File: src/fixed_point_pkg.sv
// fixed-point word width, fraction position, step counter width, saturation value and word types
package fixed_point_pkg;

    // word width and fraction bits
    localparam int WIDTH = 16;
    localparam int FRAC  = 8;

    // enough bits to count the WIDTH shift-add steps
    localparam int STEP_WIDTH = $clog2(WIDTH + 1);

    // signed operand or result word
    typedef logic signed [WIDTH-1:0] word_t;

    // unsigned magnitude after sign removal
    typedef logic [WIDTH-1:0] mag_t;

    // full unsigned product of two magnitudes
    typedef logic [2*WIDTH-1:0] prod_t;

    // largest positive word, used as the saturation value
    localparam word_t MAX_MAG = word_t'((1 << (WIDTH - 1)) - 1);

endpackage

File: src/tdm_pkg.sv
// unit count, index width, scheduler state type and operand array type
package tdm_pkg;

    import fixed_point_pkg::*;

    // operand pairs sharing the multiplier
    localparam int NUM_UNITS = 4;

    // index width, never below one bit
    localparam int IDX_WIDTH = (NUM_UNITS > 1) ? $clog2(NUM_UNITS) : 1;

    typedef logic [IDX_WIDTH-1:0] idx_t;

    // sweep state machine
    typedef enum logic [1:0] {
        IDLE = 2'h0,
        CALC = 2'h1,
        DONE = 2'h2
    } sched_state_t;

    // one word per unit
    typedef word_t word_array_t [NUM_UNITS];

endpackage

File: src/shift_add_core.sv
// multi-cycle unsigned shift-add multiplier core with ready, done and overflow
`timescale 1ns/10ps

module shift_add_core
    import fixed_point_pkg::*;
(
    input  logic  ctl_clk,
    input  logic  ctl_rst,
    input  logic  trigger,
    input  mag_t  a,
    input  mag_t  b,
    output prod_t y,
    output logic  ready,
    output logic  done,
    output logic  overflow
);

    // multiplier bits consumed LSB first
    mag_t                  mplr;
    // multiplicand, shifted up one place per step
    prod_t                 mcand;
    prod_t                 acc;
    logic [STEP_WIDTH-1:0] step;

    // control state
    always_ff @(posedge ctl_clk) begin
        if (!ctl_rst) begin
            ready <= 1'b1;
            done  <= 1'b0;
            step  <= '0;
        end else begin
            done <= 1'b0;
            if (trigger && ready) begin
                ready <= 1'b0;
                step  <= '0;
            end else if (!ready) begin
                step <= step + 1'b1;
                // last add lands on this edge
                if (step == STEP_WIDTH'(WIDTH - 1)) begin
                    ready <= 1'b1;
                    done  <= 1'b1;
                end
            end
        end
    end

    // datapath
    always_ff @(posedge ctl_clk) begin
        if (trigger && ready) begin
            mplr  <= a;
            mcand <= prod_t'(b);
            acc   <= '0;
        end else if (!ready) begin
            if (mplr[0]) begin
                acc <= acc + mcand;
            end
            mplr  <= mplr >> 1;
            mcand <= mcand << 1;
        end
    end

    assign y = acc;

    // anything above the selected fixed-point slice cannot be represented
    assign overflow = |acc[2*WIDTH-1:WIDTH+FRAC];

    // the scheduler must wait for ready before triggering
    trigger_needs_ready: assert property (
        @(posedge ctl_clk) disable iff (!ctl_rst)
        trigger |-> ready
    );

    done_single_cycle: assert property (
        @(posedge ctl_clk) disable iff (!ctl_rst)
        done |=> !done
    );

endmodule

File: src/fixed_mul_unit.sv
// signed fixed-point multiplier unit: sign removal, shift-add core, saturation, sign restore
`timescale 1ns/10ps

module fixed_mul_unit
    import fixed_point_pkg::*;
(
    input  logic  ctl_clk,
    input  logic  ctl_rst,
    input  logic  trigger,
    input  word_t op_a,
    input  word_t op_b,
    output word_t result,
    output logic  ready,
    output logic  calc_done
);

    mag_t  mag_a;
    mag_t  mag_b;
    prod_t prod;
    logic  core_ovf;
    logic  neg_q;
    mag_t  slice;
    logic  saturate;
    mag_t  clipped;

    // two's complement negate when neg is set
    function automatic mag_t cond_negate(input logic neg, input mag_t value);
        mag_t negated;
        negated = mag_t'(~value + 1'b1);
        return neg ? negated : value;
    endfunction

    assign mag_a = cond_negate(op_a[WIDTH-1], mag_t'(op_a));
    assign mag_b = cond_negate(op_b[WIDTH-1], mag_t'(op_b));

    // product sign, held with the operation it belongs to
    always_ff @(posedge ctl_clk) begin
        if (!ctl_rst) begin
            neg_q <= 1'b0;
        end else if (trigger) begin
            neg_q <= op_a[WIDTH-1] ^ op_b[WIDTH-1];
        end
    end

    shift_add_core core_i (
        .ctl_clk  (ctl_clk),
        .ctl_rst  (ctl_rst),
        .trigger  (trigger),
        .a        (mag_a),
        .b        (mag_b),
        .y        (prod),
        .ready    (ready),
        .done     (calc_done),
        .overflow (core_ovf)
    );

    // drop FRAC fraction bits, truncation toward zero on the magnitude
    assign slice = prod[FRAC+WIDTH-1:FRAC];

    // top slice bit set means the magnitude reaches the sign bit
    assign saturate = core_ovf | slice[WIDTH-1];
    assign clipped  = saturate ? mag_t'(MAX_MAG) : slice;

    assign result = word_t'(cond_negate(neg_q, clipped));

endmodule

File: src/tdm_scheduler.sv
// sweep state machine, unit index counter and multiplier trigger generation
`timescale 1ns/10ps

module tdm_scheduler
    import tdm_pkg::*;
(
    input  logic ctl_clk,
    input  logic ctl_rst,
    input  logic main_clk,
    input  logic ready,
    input  logic calc_done,
    output idx_t idx,
    output logic trigger,
    output logic busy
);

    sched_state_t state;
    // one multiply issued and not yet finished
    logic         in_flight;
    logic         last_unit;

    assign last_unit = (idx == idx_t'(NUM_UNITS - 1));

    // sweep control
    always_ff @(posedge ctl_clk) begin
        if (!ctl_rst) begin
            state <= IDLE;
        end else begin
            case (state)
                IDLE: begin
                    // start on the first cycle the slow clock is seen high
                    if (main_clk) begin
                        state <= CALC;
                    end
                end
                CALC: begin
                    if (calc_done && last_unit) begin
                        state <= DONE;
                    end
                end
                DONE: begin
                    // hold the products until main_clk drops
                    if (!main_clk) begin
                        state <= IDLE;
                    end
                end
                default: begin
                    state <= IDLE;
                end
            endcase
        end
    end

    // index advances as each result is stored, wraps after the last unit
    always_ff @(posedge ctl_clk) begin
        if (!ctl_rst) begin
            idx <= '0;
        end else if (calc_done) begin
            idx <= last_unit ? '0 : idx + 1'b1;
        end
    end

    // one trigger per index
    always_ff @(posedge ctl_clk) begin
        if (!ctl_rst) begin
            trigger   <= 1'b0;
            in_flight <= 1'b0;
        end else begin
            trigger <= (state == CALC) && ready && !in_flight;
            if ((state == CALC) && ready && !in_flight) begin
                in_flight <= 1'b1;
            end else if (calc_done) begin
                in_flight <= 1'b0;
            end
        end
    end

    assign busy = (state == CALC);

    idx_in_range: assert property (
        @(posedge ctl_clk) disable iff (!ctl_rst)
        idx < NUM_UNITS
    );

    // a result only comes back for a multiply this scheduler issued
    done_while_in_flight: assert property (
        @(posedge ctl_clk) disable iff (!ctl_rst)
        calc_done |-> in_flight
    );

endmodule

File: src/unit_bank.sv
// operand selection by unit index and per-unit product registers
`timescale 1ns/10ps

module unit_bank
    import fixed_point_pkg::*;
    import tdm_pkg::*;
(
    input  logic        ctl_clk,
    input  logic        ctl_rst,
    input  word_array_t multiplicands,
    input  word_array_t multipliers,
    input  idx_t        idx,
    input  word_t       result,
    input  logic        calc_done,
    output word_t       op_a,
    output word_t       op_b,
    output word_array_t products
);

    logic [NUM_UNITS-1:0] wr_en;

    // operand pair for the unit being served
    assign op_a = multiplicands[idx];
    assign op_b = multipliers[idx];

    for (genvar i = 0; i < NUM_UNITS; i++) begin : unit
        assign wr_en[i] = calc_done && (idx == idx_t'(i));

        // each product holds until the next sweep reaches this unit
        always_ff @(posedge ctl_clk) begin
            if (!ctl_rst) begin
                products[i] <= '0;
            end else if (wr_en[i]) begin
                products[i] <= result;
            end
        end
    end

endmodule

File: src/tdm_mul_top.sv
// top level of the time-division multiplexed fixed-point multiplier
`timescale 1ns/10ps

module tdm_mul_top
    import fixed_point_pkg::*;
    import tdm_pkg::*;
(
    input  logic        ctl_clk,
    input  logic        ctl_rst,
    input  logic        main_clk,
    input  word_array_t multiplicands,
    input  word_array_t multipliers,
    output word_array_t products,
    output logic        busy
);

    idx_t  idx;
    logic  trigger;
    logic  ready;
    logic  calc_done;
    word_t op_a;
    word_t op_b;
    word_t result;

    tdm_scheduler sched_i (
        .ctl_clk   (ctl_clk),
        .ctl_rst   (ctl_rst),
        .main_clk  (main_clk),
        .ready     (ready),
        .calc_done (calc_done),
        .idx       (idx),
        .trigger   (trigger),
        .busy      (busy)
    );

    unit_bank bank_i (
        .ctl_clk       (ctl_clk),
        .ctl_rst       (ctl_rst),
        .multiplicands (multiplicands),
        .multipliers   (multipliers),
        .idx           (idx),
        .result        (result),
        .calc_done     (calc_done),
        .op_a          (op_a),
        .op_b          (op_b),
        .products      (products)
    );

    // single shared multiplier
    fixed_mul_unit mul_i (
        .ctl_clk   (ctl_clk),
        .ctl_rst   (ctl_rst),
        .trigger   (trigger),
        .op_a      (op_a),
        .op_b      (op_b),
        .result    (result),
        .ready     (ready),
        .calc_done (calc_done)
    );

endmodule

File: config.mk
export PLATFORM = sky130hd
export DESIGN_NAME = tdm_mul_top
export DESIGN_NICKNAME = d
export VERILOG_FILES = /design/src/fixed_point_pkg.sv /design/src/tdm_pkg.sv /design/src/shift_add_core.sv /design/src/fixed_mul_unit.sv /design/src/tdm_scheduler.sv /design/src/unit_bank.sv /design/src/tdm_mul_top.sv
export SDC_FILE = /design/constraint.sdc
export NUM_CORES = 1
export LEC_CHECK = 0
export BUFFER_PORTS_ARGS = -buffer_cell sky130_fd_sc_hd__buf_2
export CAP_MARGIN = 30
export CORE_MARGIN = 1
export CORE_UTILIZATION = 43
export CTS_BUF_LIST = sky130_fd_sc_hd__clkbuf_2
export DETAILED_ROUTE_END_ITERATION = 10
export PLACE_DENSITY = 0.69
export SYNTH_ARGS = -nofsm -noshare
export SYNTH_HDL_FRONTEND = slang
export SYNTH_SLANG_ARGS = --single-unit
File: constraint.sdc
create_clock -name ctl_clk -period 4 [get_ports ctl_clk]
set_input_delay 0.4 -clock ctl_clk [delete_from_list [all_inputs] [get_ports ctl_clk]]
set_output_delay 0.4 -clock ctl_clk [all_outputs]
set_load 0.02 [all_outputs]
# After elaboration in Yosys (flattened, before gate mapping)
# Index checks and enable logic that the tools add are counted.
# Widths: inputs -> output; s select.
[word_totals]
latchBits = 0
regBits = 158
ram_bits = 0
out_inout_bits = 65
in_bits = 131
mem_count = 0
rom_bits = 0
[classes]
n_lt_le_gt_ge = 1
n_eq_ne = 10
addsub = 6
multipliers = 0
div_mod_pow = 0
n_reduce_logical = 16
mux = 24
n_shift = 0
bitwise_logic = 8
[op_table]
columns = ["op", "n"]
rows = [
  ["$mux 16", 12],
  ["$bmux 16 s2", 2],
  ["$add 16x1->16 const B", 3],
  ["$not 16->16", 3],
  ["$add 32x32->32", 1],
  ["$mux 2", 4],
  ["$reduce_or 8->1", 1],
  ["$logic_and 1x1->1", 7],
  ["$eq 2x2->1 const B", 3],
  ["$pmux 2 s3", 1],
  ["$add 5x1->5 const B", 1],
  ["$eq 5x4->1 const B", 1],
  ["$mux 1", 5],
  ["$eq 2x1->1 const B", 2],
  ["$logic_not 2->1", 2],
  ["$ne 2x1->1 const B", 2],
  ["$ne 2x2->1 const B", 2],
  ["$ge 3x3->1 const B", 1],
  ["$not 2->3", 1],
  ["$reduce_and 3->1", 1],
  ["$reduce_or 3->1", 1],
  ["$add 2x1->2 const B", 1],
  ["$not 1->1", 2],
  ["$reduce_and 2->1", 1],
  ["other kinds (5)", 5],
]

# Depth between registers and ports, before layout
# Gate-level depths: netlist (run 1).
[depth]
word_depth = 8
mapped_depth = 15
depth_no_buf = 13

# Cells and area by module
# From an unflattened synthesis (run 1), not the netlist that was laid out.
[unflattened]
hier_cells = 1009
area_unflattened_um2 = 9497.9
[modules_own_cells]
columns = ["mod", "cells_per_inst", "seq_area_each_um2", "instances", "area_each_um2"]
rows = [
  ["shift_add_core", 538, 2062.0, 1, 4972.3],
  ["unit_bank", 268, 1281.2, 1, 3110.5],
  ["fixed_mul_unit", 179, 20.0, 1, 1171.1],
  ["tdm_scheduler", 24, 120.1, 1, 244.0],
]

# Worst setup path after synthesis (run 1)
# OpenSTA, ideal clock, no wires.
[synth_path]
kind = "reg2reg"
from = "register mul_i.core_i.acc[26] (netlist: mul_i.core_i.y[26])"
to = "register bank_i.products[30] in the netlist's numbering"
required_time_ps = 3861
setup_ps = 139
arrival_ps = 3285
path_stages_with_launch = 16
path_slack_ps = 576
period_less_slack_ps = 3424
path_buffers = 2
path_cell_list = "dfxtp_1 nor4_1 nand3_1 buf_4 buf_4 nor2_1 ha_1 or3b_1 or3_1 or3_4 nor2_1 nand3_1 o31ai_1 nor3_1 a211oi_2 a211oi_1"
[synth_between]
elab_chain_len = 6
[synth_lines]
columns = ["element", "line", "rtl"]
rows = [
  ["from (decl)", "shift_add_core.sv:22", "prod_t acc;"],
  ["from (signal assigned)", "shift_add_core.sv:55", "acc <= acc + mcand;"],
  ["$reduce_or 8->1 (*)", "shift_add_core.sv:65", "assign overflow = |acc[2*WIDTH-1:WIDTH+FRAC];"],
  ["$or 1x1->1 (*)", "fixed_mul_unit.sv:61", "assign saturate = core_ovf | slice[WIDTH-1];"],
  ["$mux 16 (*)", "fixed_mul_unit.sv:62", "assign clipped = saturate ? mag_t'(MAX_MAG) : slice;"],
  ["$not 16->16", "fixed_mul_unit.sv:29", "negated = mag_t'(~value + 1'b1);"],
  ["$add 16x1->16", "fixed_mul_unit.sv:29", ""],
  ["$mux 16 (*)", "fixed_mul_unit.sv:30", "return neg ? negated : value;"],
  ["to (signal, indexed assignment)", "unit_bank.sv:34", "products[i] <= result;"],
  ["to (decl)", "unit_bank.sv:17", "output word_array_t products"],
]
# Mark *: on every way between the ends. The rest lies on a longest branch, timed or not.
# A chain may end at the register's enable or synchronous reset.

# Worst setup path after layout (run 1)
[layout_path]
from = "register mul_i.core_i.acc[23] (netlist: mul_i.core_i.y[23])"
to = "register bank_i.products[30] in the netlist's numbering"
[layout_between]
elab_chain_len = 5
[layout_lines]
columns = ["element", "line"]
rows = [
  ["$or 1x1->1 (*)", "fixed_mul_unit.sv:61"],
  ["$mux 16 (*)", "fixed_mul_unit.sv:62"],
  ["$not 16->16", "fixed_mul_unit.sv:29"],
  ["$add 16x1->16", "fixed_mul_unit.sv:29"],
  ["$mux 16 (*)", "fixed_mul_unit.sv:30"],
]
# Marks and branches as above.

==> key figures, run 1 <==
Outcome
  – Result of the run: completed

Floorplan
  – Placement row count: 52
  – Die Span Y: 146 µm
  – I/O pin count: approximately 200
  – Effective utilization at floorplan: 44.1%
  – Die ar.: 21400 µm²
  – Horiz. Die Dim: 146 µm
  – Core footprint: 20300 µm²

Placed design
  – Number of port buffers: around 200
  – Gp weighted congestion: 0.876
  – Placed wire-length estimate after detailed placement: 16900 µm

CTS
  – Clock tree from TritonCTS: yes
  – Latest clock arrival within the worst-skew pair: 0.77 ns
  – Number of buffers between clock root and the deepest sink: 2
  – Number of buffers inserted by post-CTS setup repair: 0
  – Clock slew seen by the registers of the worst setup and hold paths: 0.25 ns
  – Number of CTS-inserted buffers: 17
  – CTS-repair resized insts: 0
  – Hold bufs inserted after CTS: 2
  – Number of H-tree levels: 4
  – Root Buffer Master: sky130_fd_sc_hd__clkbuf_2
  – Number of sinks on the clock net: roughly 160

Route
  – Via count: 7797
  – Post-detailed-routing wire length: 22200 µm
  – TritonRoute pass-1 iters: 5
  – DRC violations left: 0
  – DRC marker count from the first detailed-route iteration: 478
  – Number of antenna-violating nets in the routed design: 0
  – Average vias per placed instance: 5.34
  – Final routed wire length divided by cell count: 15.2 µm

Layout
  – Share of final-layout standard cells stronger than drive strength 1: 24.9%
  – Layout-stage area growth over the synthesis result: 15.8%
  – Most frequent standard cell in the layout excluding fill and tap cells: sky130_fd_sc_hd__buf_2
  – Most frequent cells in the layout: sky130_fd_sc_hd__buf_2, sky130_fd_sc_hd__dfxtp_1, sky130_fd_sc_hd__nor2_1
  – Core Util, Final: 51.1%
  – Count of nets after finishing: approximately 1300

Synth
  – Number of nets in the synthesized netlist: 1168
  – Sequential cell area fraction in the yosys report: between 30% and 40%
  – Post-Synthesis Cells: 996
  – Count of state elements after synthesis: 158
  – Mean Syn Cell Area: 8.98 µm²
  – YS warnings: 0
  – Share of synthesized flip-flops with an asynchronous set or reset: 0%
  – Count of distinct cell types in the synthesized netlist: between 60 and 70
  – Predominant post-synthesis flop cell: sky130_fd_sc_hd__dfxtp_1
  – Post-Synthesis Cell Area: between 8000 and 9000 µm²
  – Count of flip-flops with a built-in enable after synthesis: 32

GRT
  – Number of global-route vias before repair: 7278
  – Initial antenna violation count: 1
  – Gr ovfl total: 0
  – Maximum number of pins on one net before global-route repair: between 60 and 70
  – Wire length of the first global-routing pass: between 30000 and 40000 µm
  – GRT Total Usage: 21.0%

Pwr
  – Total power density per cell area: 384 nW/µm²
  – Worst-case vdd ir drop: 0.209 mV
  – Power, Total: 3.98 mW
  – Static power due to leakage: 4.32 nW

Worst setup path
  – Data arrival time at the worst-slack endpoint: about 4.2 ns
  – Required time at the endpoint of the critical path: 4.62 ns
  – Worst setup slack for register-to-register paths: 0.48 ns
  – Setup crit start kind: register
  – Top fanout value on the critical path: 5
  – Endpoint class of the critical path: register
  – Kind of critical path: register to register

Timing
  – Highest attainable clock frequency: between 200 and 300 MHz
  – Final critical path time including I/O delays and setup: 3.52 ns
  – Setup TNS Final: 0 ns
  – Count of final hold-check violations: 0
  – Clock Skew: 0.0337 ns
  – Actual slew at the worst max-slew pin: 1.01 ns
  – RSZ-0062 raised after global routing: no
  – Number of pins with negative max-slew slack in the final report: 0
  – Count of final setup violators: 0
  – Max-slew headroom: 32.7%
  – Final Cycle Share: 88.0%

Worst hold path
  – Min-delay worst type: primary input to register

Flow run
  – Max-Cap Viols: 0
[Yosys cell counts (all sizes together), types with 8 or more instances]
cell	instances	area (µm²)
dfxtp	126	2520
a211oi	57	453
nand3	9	45.0
a21o	12	90.1
o22ai	20	131
o21ai	83	415
mux4	32	721
nand2b	10	62.6
o31ai	8	60.1
clkbuf	30	113
nor2	123	462
inv	33	124
nor3	20	111
a21oi	66	334
edfxtp	32	961
ha	40	500
xnor2	18	158
buf	24	165
nor2b	12	75.1
nand2	117	442
xor2	36	315
[power by group]
| group | switching (mW) | internal [mW] | total (mW) |
|---|---|---|---|
| registers | 0.162 | 1.78 | 1.95 |
| clock network | 0.624 | 0.240 | 0.864 |
| logic | 0.666 | 0.506 | 1.17 |
| total | 1.45 | 2.53 | 3.98 |
[critical path, stage by stage (launching register included)]
cell	delay (ns)
sky130_fd_sc_hd__dfxtp_1	0.38
sky130_fd_sc_hd__nor3_1	0.27
sky130_fd_sc_hd__nand3_1	0.21
sky130_fd_sc_hd__nor2_1	0.13
sky130_fd_sc_hd__buf_4	0.14
sky130_fd_sc_hd__ha_1	0.15
sky130_fd_sc_hd__or3b_1	0.38
sky130_fd_sc_hd__or3_1	0.36
sky130_fd_sc_hd__or3_4	0.36
sky130_fd_sc_hd__nor2_1	0.09
sky130_fd_sc_hd__nand3_1	0.12
sky130_fd_sc_hd__o31ai_1	0.30
sky130_fd_sc_hd__nor3_1	0.10
sky130_fd_sc_hd__a211oi_2	0.29
sky130_fd_sc_hd__a211oi_1	0.12
[final cells by class]
class / instances / area, µm²
multi-input combinational: 749 / 5060
inverter: 35 / 131
clock inverter: 14 / 133
sequential: 158 / 3480
fill: 1908 / 9940
antenna: 1 / 2.50
tap: 270 / 338
timing repair buffer: 215 / 1130
clock buffer: 17 / 85.1
[final timing paths]
kind / cells past startpoint / startpoint / end
min reg2reg: 1 / sched_i.in_flight$_SDFFE_PN0P_ / sched_i.trigger$_SDFF_PN0_
max: 14 / mul_i.core_i.y[23]$_SDFFE_PP0P_ / bank_i.products[30]$_SDFFE_PN0P_
max reg2reg: 14 / mul_i.core_i.y[23]$_SDFFE_PP0P_ / bank_i.products[30]$_SDFFE_PN0P_
min: 4 / multiplicands[30] / mul_i.core_i.mplr[14]$_DFFE_PP_
[sequential cells by signal (all words and copies together) (netlist names)]
| signal | cells |
|---|---|
| sched_i.idx | 2 |
| mul_i.core_i.step | 5 |
| mul_i.core_i.done | 1 |
| mul_i.core_i.mplr | 16 |
| sched_i.trigger | 1 |
| mul_i.neg_q | 1 |
| bank_i.products | 64 |
| mul_i.core_i.y | 32 |
| sched_i.state | 2 |
| mul_i.core_i.mcand | 32 |
| mul_i.core_i.ready | 1 |
| sched_i.in_flight | 1 |
[cell families after synthesis]
logic type	share of synthesized area [%]
DFF	38.9
xor gates and xnor gates	5.29
and+or+nand+nor	17.0
AOI/OAI and AO/OA	19.7
adders and majority gates	5.82
buffers and inverters	4.57
muxes	8.72
[routing by layer]
metal / track usage, % / vias to the layer above / part of all wire [%]
met1: 25.7 / 3581 / 44
met3: 3.59 / 30 / 4.0
met2: 37.2 / 229 / 50
met5: 0 / - / 0
li1: - / 3957 / -
met4: 6.88 / 0 / 2.0
[metrics by stage]
stage	area, µm²	setup slack, ns	hold slack, ns	instances
global placement	10100	0.570	0.425	1425
finish	10400	0.480	0.133	1459
floorplan	8950	0.576	0.410	996
CTS	10400	0.487	0.0748	1458
global route	10400	0.175	0.128	1459
detailed placement	10100	0.530	0.429	1425
(Power assumes the default switching activity.)
==> run 2: changes to the inputs <==
CORE_UTILIZATION = 25   (was 43)
PLACE_DENSITY = 0.46   (was 0.69)
==> run 2 against run 1 <==
Compared with the run above:
- clock power is 15% higher
- non-clock buffer count is 6 higher
- die area is 71% higher
- core utilization is 20 points lower
- critical path type unchanged
- critical path depth is 1 lower
- critical endpoint is now bank_i.products[62]$_SDFFE_PN0P_
- worst hold slack better by 0.014 ns
- final area is 3.6% higher
- routed wire length is 12% higher
- count of clock-buffer cells in the layout is 1 higher
- largest cell class unchanged
- global-route usage is 7.3 points lower
- total power is 4.1% higher
==> key figures, run 2 (same netlist as run 1, synthesis figures left out) <==
Outcome
  – Result of the run: completed

Timing
  – Final Cycle Share: 89.3% (+1.3 points)
  – Setup TNS Final: 0 ns (unchanged)
  – Final setup margin: 0.427 ns (-0.0532 ns)
  – Clock Skew: 0.0731 ns (+0.0394 ns)
  – Final critical path time including I/O delays and setup: 3.57 ns (+0.0532 ns)
  – RSZ-0062 raised after global routing: no
  – Highest attainable clock frequency: 280 MHz (-1.5%)
  – Number of pins with negative max-slew slack in the final report: 0 (unchanged)
  – Final worst hold slack: 0.148 ns (+0.0144 ns)
  – Actual slew at the worst max-slew pin: 0.960 ns (-0.0495 ns)
  – Count of final setup violators: 0 (unchanged)
  – Count of final hold-check violations: 0 (unchanged)
  – Max-slew headroom: 36.0% (+3.3 points)

GRT
  – Gr ovfl total: 0 (unchanged)
  – Number of global-route vias before repair: 7684 (+5.6%)
  – Maximum number of pins on one net before global-route repair: 47 (-30%)
  – GRT Total Usage: 13.7% (-7.3 points)
  – Wire length of the first global-routing pass: 39800 µm (+11%)
  – Initial antenna violation count: 1 (unchanged)

Layout
  – Final Non-Filler Cells: 1651 (+13%)
  – Most frequent cells in the layout: sky130_fd_sc_hd__buf_2, sky130_fd_sc_hd__dfxtp_1, sky130_fd_sc_hd__nor2_1
  – Layout-stage area growth over the synthesis result: 19.9%
  – Share of final-layout standard cells stronger than drive strength 1: 25.4% (+0.44 points)
  – Post-Layout Inst Area: 10700 µm² (+3.6%)
  – Most frequent standard cell in the layout excluding fill and tap cells: sky130_fd_sc_hd__buf_2
  – Count of nets after finishing: 1354 (+0.45%)
  – Top register by number of flip-flops: bank_i.products
  – Core Util, Final: 30.8% (-20 points)
  – Flip-flop count of the largest register, all copies and words added: 64 (unchanged)

Worst setup path
  – Endpoint class of the critical path: register
  – Startpoint of the lowest-slack register-to-register path: mul_i.core_i.y[26]$_SDFFE_PP0P_
  – Worst setup path startpoint: mul_i.core_i.y[26]$_SDFFE_PP0P_
  – Top fanout value on the critical path: 7 (+2)
  – Kind of critical path: register to register
  – Setup crit start kind: register
  – Data arrival time at the worst-slack endpoint: 4.19 ns (+0.04 ns)
  – Required time at the endpoint of the critical path: 4.62 ns (about the same)
  – Reg2reg path depth: 13 (-1)

CTS
  – Number of buffers inserted by post-CTS setup repair: 0 (unchanged)
  – Clock tree from TritonCTS: yes
  – Number of buffers between clock root and the deepest sink: 2 (unchanged)
  – Number of CTS-inserted buffers: 17 (unchanged)
  – Number of H-tree levels: 4 (unchanged)
  – CTS-repair resized insts: 0 (unchanged)
  – Number of sinks on the clock net: 158 (unchanged)
  – Clock slew seen by the registers of the worst setup and hold paths: 0.32 ns (+0.07 ns)
  – Root Buffer Master: sky130_fd_sc_hd__clkbuf_2
  – Latest clock arrival within the worst-skew pair: 0.78 ns (about the same)

Floorplan
  – Die Span Y: 191 µm (+31%)
  – Die ar.: 36600 µm² (+71%)
  – I/O pin count: 196 (unchanged)
  – Effective utilization at floorplan: 25.7% (-18 points)
  – Horiz. Die Dim: 191 µm (+31%)
  – Placement row count: 68 (+31%)
  – Core footprint: 34900 µm² (+72%)

Route
  – DRC marker count from the first detailed-route iteration: 348 (-27%)
  – Post-detailed-routing wire length: 24700 µm (+12%)
  – Number of antenna-violating nets in the routed design: 0 (unchanged)
  – DRC violations left: 0 (unchanged)
  – TritonRoute pass-1 iters: 5 (unchanged)
  – Average vias per placed instance: 4.76 (-11%)
  – Via count: 7854 (+0.73%)
  – Final routed wire length divided by cell count: 15.0 µm (-1.4%)

Placed design
  – Post-Place Cell Area: 10400 µm² (+2.8%)
  – Number of port buffers: 195 (unchanged)
  – Gp weighted congestion: 0.784 (-11%)
  – Count of placed standard cells including taps: 1614 (+13%)
  – Placed wire-length estimate after detailed placement: 18800 µm (+11%)
  – Post-place setup slack: 0.413 ns (-0.117 ns)

Worst hold path
  – Hold Path Cell Cnt: 4 (unchanged)
  – Worst Hold Launch: multiplicands[62]
  – Min-delay worst type: primary input to register

Pwr
  – Total power density per cell area: 386 nW/µm² (+0.49%)
  – Static power due to leakage: 4.38 nW (+1.4%)
  – Worst-case vdd ir drop: 0.149 mV (-29%)
  – Power, Total: 4.14 mW (+4.1%)

Flow run
  – Max-Cap Viols: 0 (unchanged)
run 2: cell types whose count changed in the layout (fill, tap and decap cells not counted), sizes merged:
cell         delta
dlygate4sd3     +1
clkbuf          +1
buf             +5
clkinvlp        +1
bufinv          +1
inv             -2
run 2: metal layers:
layer	routed length, µm	vias up	GRT usage [%]	share of wire [%]
met5	0	-	0	0
met4	244	0	3.42	0.99
met3	864	15	2.00	3.5
met2	12500	194	24.7	50
met1	11200	3675	17.0	45
li1	-	3970	-	-
run 2: where the power goes:
group / leakage [nW] / internal, mW / switching, mW / total [mW]
Combinational: 2.90 / 0.513 / 0.682 / 1.19
Clock: 0.160 / 0.318 / 0.678 / 0.996
Sequential: 1.32 / 1.79 / 0.169 / 1.95
Total: 4.38 / 2.62 / 1.53 / 4.14
run 2: final timing paths:
path,end,slack (ns)
hold / removal,mul_i.core_i.mplr[14]$_DFFE_PP_,0.15
setup reg to reg,bank_i.products[62]$_SDFFE_PN0P_,0.43
setup / recovery,bank_i.products[62]$_SDFFE_PN0P_,0.43
hold reg to reg,mul_i.core_i.mcand[30]$_SDFFE_PP0N_,0.44
run 2: critical path, cell delays in order, from the launching register on:
cell	delay [ns]
sky130_fd_sc_hd__dfxtp_1	0.39
sky130_fd_sc_hd__nor4_1	0.30
sky130_fd_sc_hd__nand3_1	0.31
sky130_fd_sc_hd__nor2_1	0.23
sky130_fd_sc_hd__ha_1	0.18
sky130_fd_sc_hd__or3b_1	0.38
sky130_fd_sc_hd__or3_1	0.36
sky130_fd_sc_hd__or3_4	0.37
sky130_fd_sc_hd__nor2_1	0.09
sky130_fd_sc_hd__nand3_1	0.11
sky130_fd_sc_hd__o31ai_1	0.26
sky130_fd_sc_hd__nor3_1	0.09
sky130_fd_sc_hd__a211oi_2	0.29
sky130_fd_sc_hd__a211oi_1	0.12
run 2: repair_timing:
action / 4_1_cts / 5_1_grt
endpoints found under the setup margin: 0 / 0
hold buffers: 3 / 0
hold endpoints to repair: 10 / 0
run 2: layout make-up:
class,instances,area [µm²]
inverters,35,131
clock buffers,18,90.1
flip-flops and latches,158,3480
diodes,1,2.50
repair buffers,221,1220
clock inverters,14,178
multi-input cells,749,5060
fillers,3760,24200
well taps,455,569
==> run 3: changes to the inputs <==
PLACE_DENSITY = 0.54   (was 0.46)
SETUP_SLACK_MARGIN = 0.02   (was default)
clock period = 4.1 ns   (was 4 ns; I/O delays follow)
==> run 3 against run 2 <==
Compared with the run above:
- largest cell class unchanged
- critical path type unchanged
- non-clock buffer count shrank 8
- final cell count shrank 0.48%
- total power shrank 4.1%
==> key figures, run 3 (same netlist as run 1, synthesis figures left out) <==
Worst setup path
  – Endpoint class of the critical path: register
  – Setup crit start kind: register
  – Data arrival time at the worst-slack endpoint: 4.06 ns (-0.13 ns)
  – Kind of critical path: register to register
  – CP cell instances: nor4_1 > nand3_1 > nor2_1 > ha_1 > or3b_1 > or3_1 > or3_4 > nor2_1 > nand3_1 > o31ai_1 > nor3_1 > a211oi_2 > a211oi_1
  – Slowest cell on the critical path: sky130_fd_sc_hd__or3b_1
  – Peak per-stage delay on the critical path: 0.38 ns (about the same)
  – Top fanout value on the critical path: 4 (-3)
  – Required time at the endpoint of the critical path: 4.72 ns (+0.10 ns)

GRT
  – Initial antenna violation count: 2 (+1)
  – GRT Total Usage: 13.5% (-0.21 points)
  – Number of global-route vias before repair: 7315 (-4.8%)
  – Wire length of the first global-routing pass: 38800 µm (-2.6%)
  – Maximum number of pins on one net before global-route repair: 67 (+43%)
  – Gr ovfl total: 0 (unchanged)

Timing
  – Clock Skew: 0.0322 ns (-0.0409 ns)
  – Count of final setup violators: 0 (unchanged)
  – Actual slew at the worst max-slew pin: 0.978 ns (+0.0180 ns)
  – Final worst hold slack: 0.164 ns (+0.0159 ns)
  – Max-slew headroom: 34.8% (-1.2 points)
  – Number of pins with negative max-slew slack in the final report: 0 (unchanged)
  – Count of final hold-check violations: 0 (unchanged)
  – Final Cycle Share: 84.0% (-5.3 points)
  – Setup TNS Final: 0 ns (unchanged)
  – Final critical path time including I/O delays and setup: 3.45 ns (-0.128 ns)
  – RSZ-0062 raised after global routing: no
  – Highest attainable clock frequency: 290 MHz (+3.7%)

Layout
  – Most frequent cells in the layout: sky130_fd_sc_hd__buf_2, sky130_fd_sc_hd__dfxtp_1, sky130_fd_sc_hd__nor2_1
  – Post-Layout Inst Area: 10600 µm² (-0.86%)
  – Count of nets after finishing: 1346 (-0.59%)
  – Layout-stage area growth over the synthesis result: 18.9%
  – Most frequent standard cell in the layout excluding fill and tap cells: sky130_fd_sc_hd__buf_2
  – Flip-flop count of the largest register, all copies and words added: 64 (unchanged)
  – Share of final-layout standard cells stronger than drive strength 1: 24.9% (-0.48 points)
  – Top register by number of flip-flops: bank_i.products
  – Final-layout fill cell count: 3786 (+0.69%)
  – Final Non-Filler Cells: 1643 (-0.48%)

CTS
  – Clock tree from TritonCTS: yes
  – Number of H-tree levels: 4 (unchanged)
  – Clock slew seen by the registers of the worst setup and hold paths: 0.24 ns (-0.08 ns)
  – Number of CTS-inserted buffers: 17 (unchanged)
  – Number of buffers inserted by post-CTS setup repair: 0 (unchanged)
  – Latest clock arrival within the worst-skew pair: 0.76 ns (-0.02 ns)
  – Number of buffers between clock root and the deepest sink: 2 (unchanged)
  – Number of sinks on the clock net: 158 (unchanged)
  – Root Buffer Master: sky130_fd_sc_hd__clkbuf_2

Route
  – Number of antenna-violating nets in the routed design: 0 (unchanged)
  – Post-detailed-routing wire length: 24100 µm (-2.3%)
  – Final routed wire length divided by cell count: 14.7 µm (-1.9%)
  – TritonRoute pass-1 iters: 4 (-1)
  – DRC marker count from the first detailed-route iteration: 301 (-14%)
  – Via count: 7728 (-1.6%)
  – Average vias per placed instance: 4.70 (-1.1%)
  – DRC violations left: 0 (unchanged)

Placed design
  – Count of placed standard cells including taps: 1608 (-0.37%)
  – Gp weighted congestion: 0.820 (+4.7%)
  – Placed wire-length estimate after detailed placement: 18600 µm (-0.79%)
  – Post-Place Cell Area: 10400 µm² (-0.31%)
  – Number of port buffers: 195 (unchanged)

Floorplan
  – Placement row count: 68 (unchanged)
  – Die Span Y: 191 µm (unchanged)
  – Horiz. Die Dim: 191 µm (unchanged)
  – I/O pin count: 196 (unchanged)
  – Effective utilization at floorplan: 25.7% (unchanged)
  – Die ar.: 36600 µm² (unchanged)
  – Core footprint: 34900 µm² (unchanged)

Pwr
  – Static power due to leakage: 4.33 nW (-1.2%)
  – Combinational share of power: 28.8% (about the same)
  – Power spent charging and discharging nets: 1.40 mW (-8.5%)
  – Total power density per cell area: 374 nW/µm² (-3.3%)
  – Power share of the sequential group: 48.3% (+1.2 points)
  – Power share of the clock group: 23.0% (-1.0 points)
  – Switching part of the total: 35.2% (-1.7 points)
  – Total internal power: 2.58 mW (-1.5%)
  – Power, Total: 3.97 mW (-4.1%)
  – Worst-case vdd ir drop: 0.155 mV (+4.1%)

Flow run
  – Max-Cap Viols: 0 (unchanged)

Worst hold path
  – Min-delay worst type: primary input to register

Outcome
  – Result of the run: completed
run 3: worst paths after layout:
path / from / end / slack (ns) / depth (start not counted)
worst max-delay path: mul_i.core_i.y[26]$_SDFFE_PP0P_ / bank_i.products[30]$_SDFFE_PN0P_ / 0.65 / 13
worst min register to register: sched_i.in_flight$_SDFFE_PN0P_ / sched_i.trigger$_SDFF_PN0_ / 0.46 / 1
worst min-delay path: multiplicands[62] / mul_i.core_i.mplr[14]$_DFFE_PP_ / 0.16 / 4
worst max register to register: mul_i.core_i.y[26]$_SDFFE_PP0P_ / bank_i.products[30]$_SDFFE_PN0P_ / 0.65 / 13
run 3: what timing repair did:
item	4_1_cts	5_1_grt
resized for setup	0	0
hold endpoints to repair	13	0
hold buffers	2	0
run 3: cell type report:
cell class              instances  area, µm²  share of cell area, %
clock buffers                  20        100                  0.941
repair buffers                213       1140                   10.7
well taps                     455        569                   5.35
inverters                      35        131                   1.23
clock inverters                11        143                   1.34
multi-input cells             749       5060                   47.6
diodes                          2       5.00                 0.0470
flip-flops and latches        158       3480                   32.7
run 3: critical path: cells and delay by family (launching register included):
kind,cells,cell delay (ns)
and+or+nand+nor,9,2.10
AOI/OAI and AO/OA,3,0.67
DFF,1,0.37
adders and majority gates,1,0.17
run 3: metrics by stage:
stage	utilization, %	setup WS [ns]
floorplan	-	0.676
global placement	29.6	0.669
detailed placement	29.7	0.694
CTS	30.5	0.652
global route	30.5	0.442
finish	30.5	0.654
run 3: power groups by stage:
stage	logic, mW	registers, mW	clock network (mW)
2_1_floorplan	0.882	1.87	0
4_1_cts	1.15	1.92	0.947
5_1_grt	1.29	1.94	1.01
3_5_place_dp	1.14	1.96	0
3_3_place_gp	1.13	1.95	0
6_report	1.14	1.92	0.913
run 3: per-layer routing:
metal  vias to the layer above  global-route usage, %  part of all wire [%]
li1                       3961                      -                     -
met1                      3527                   16.3                    44
met2                       212                   23.7                    50
met3                        28                   2.29                   4.0
met4                         0                   5.16                   2.5
met5                         -                      0                     0
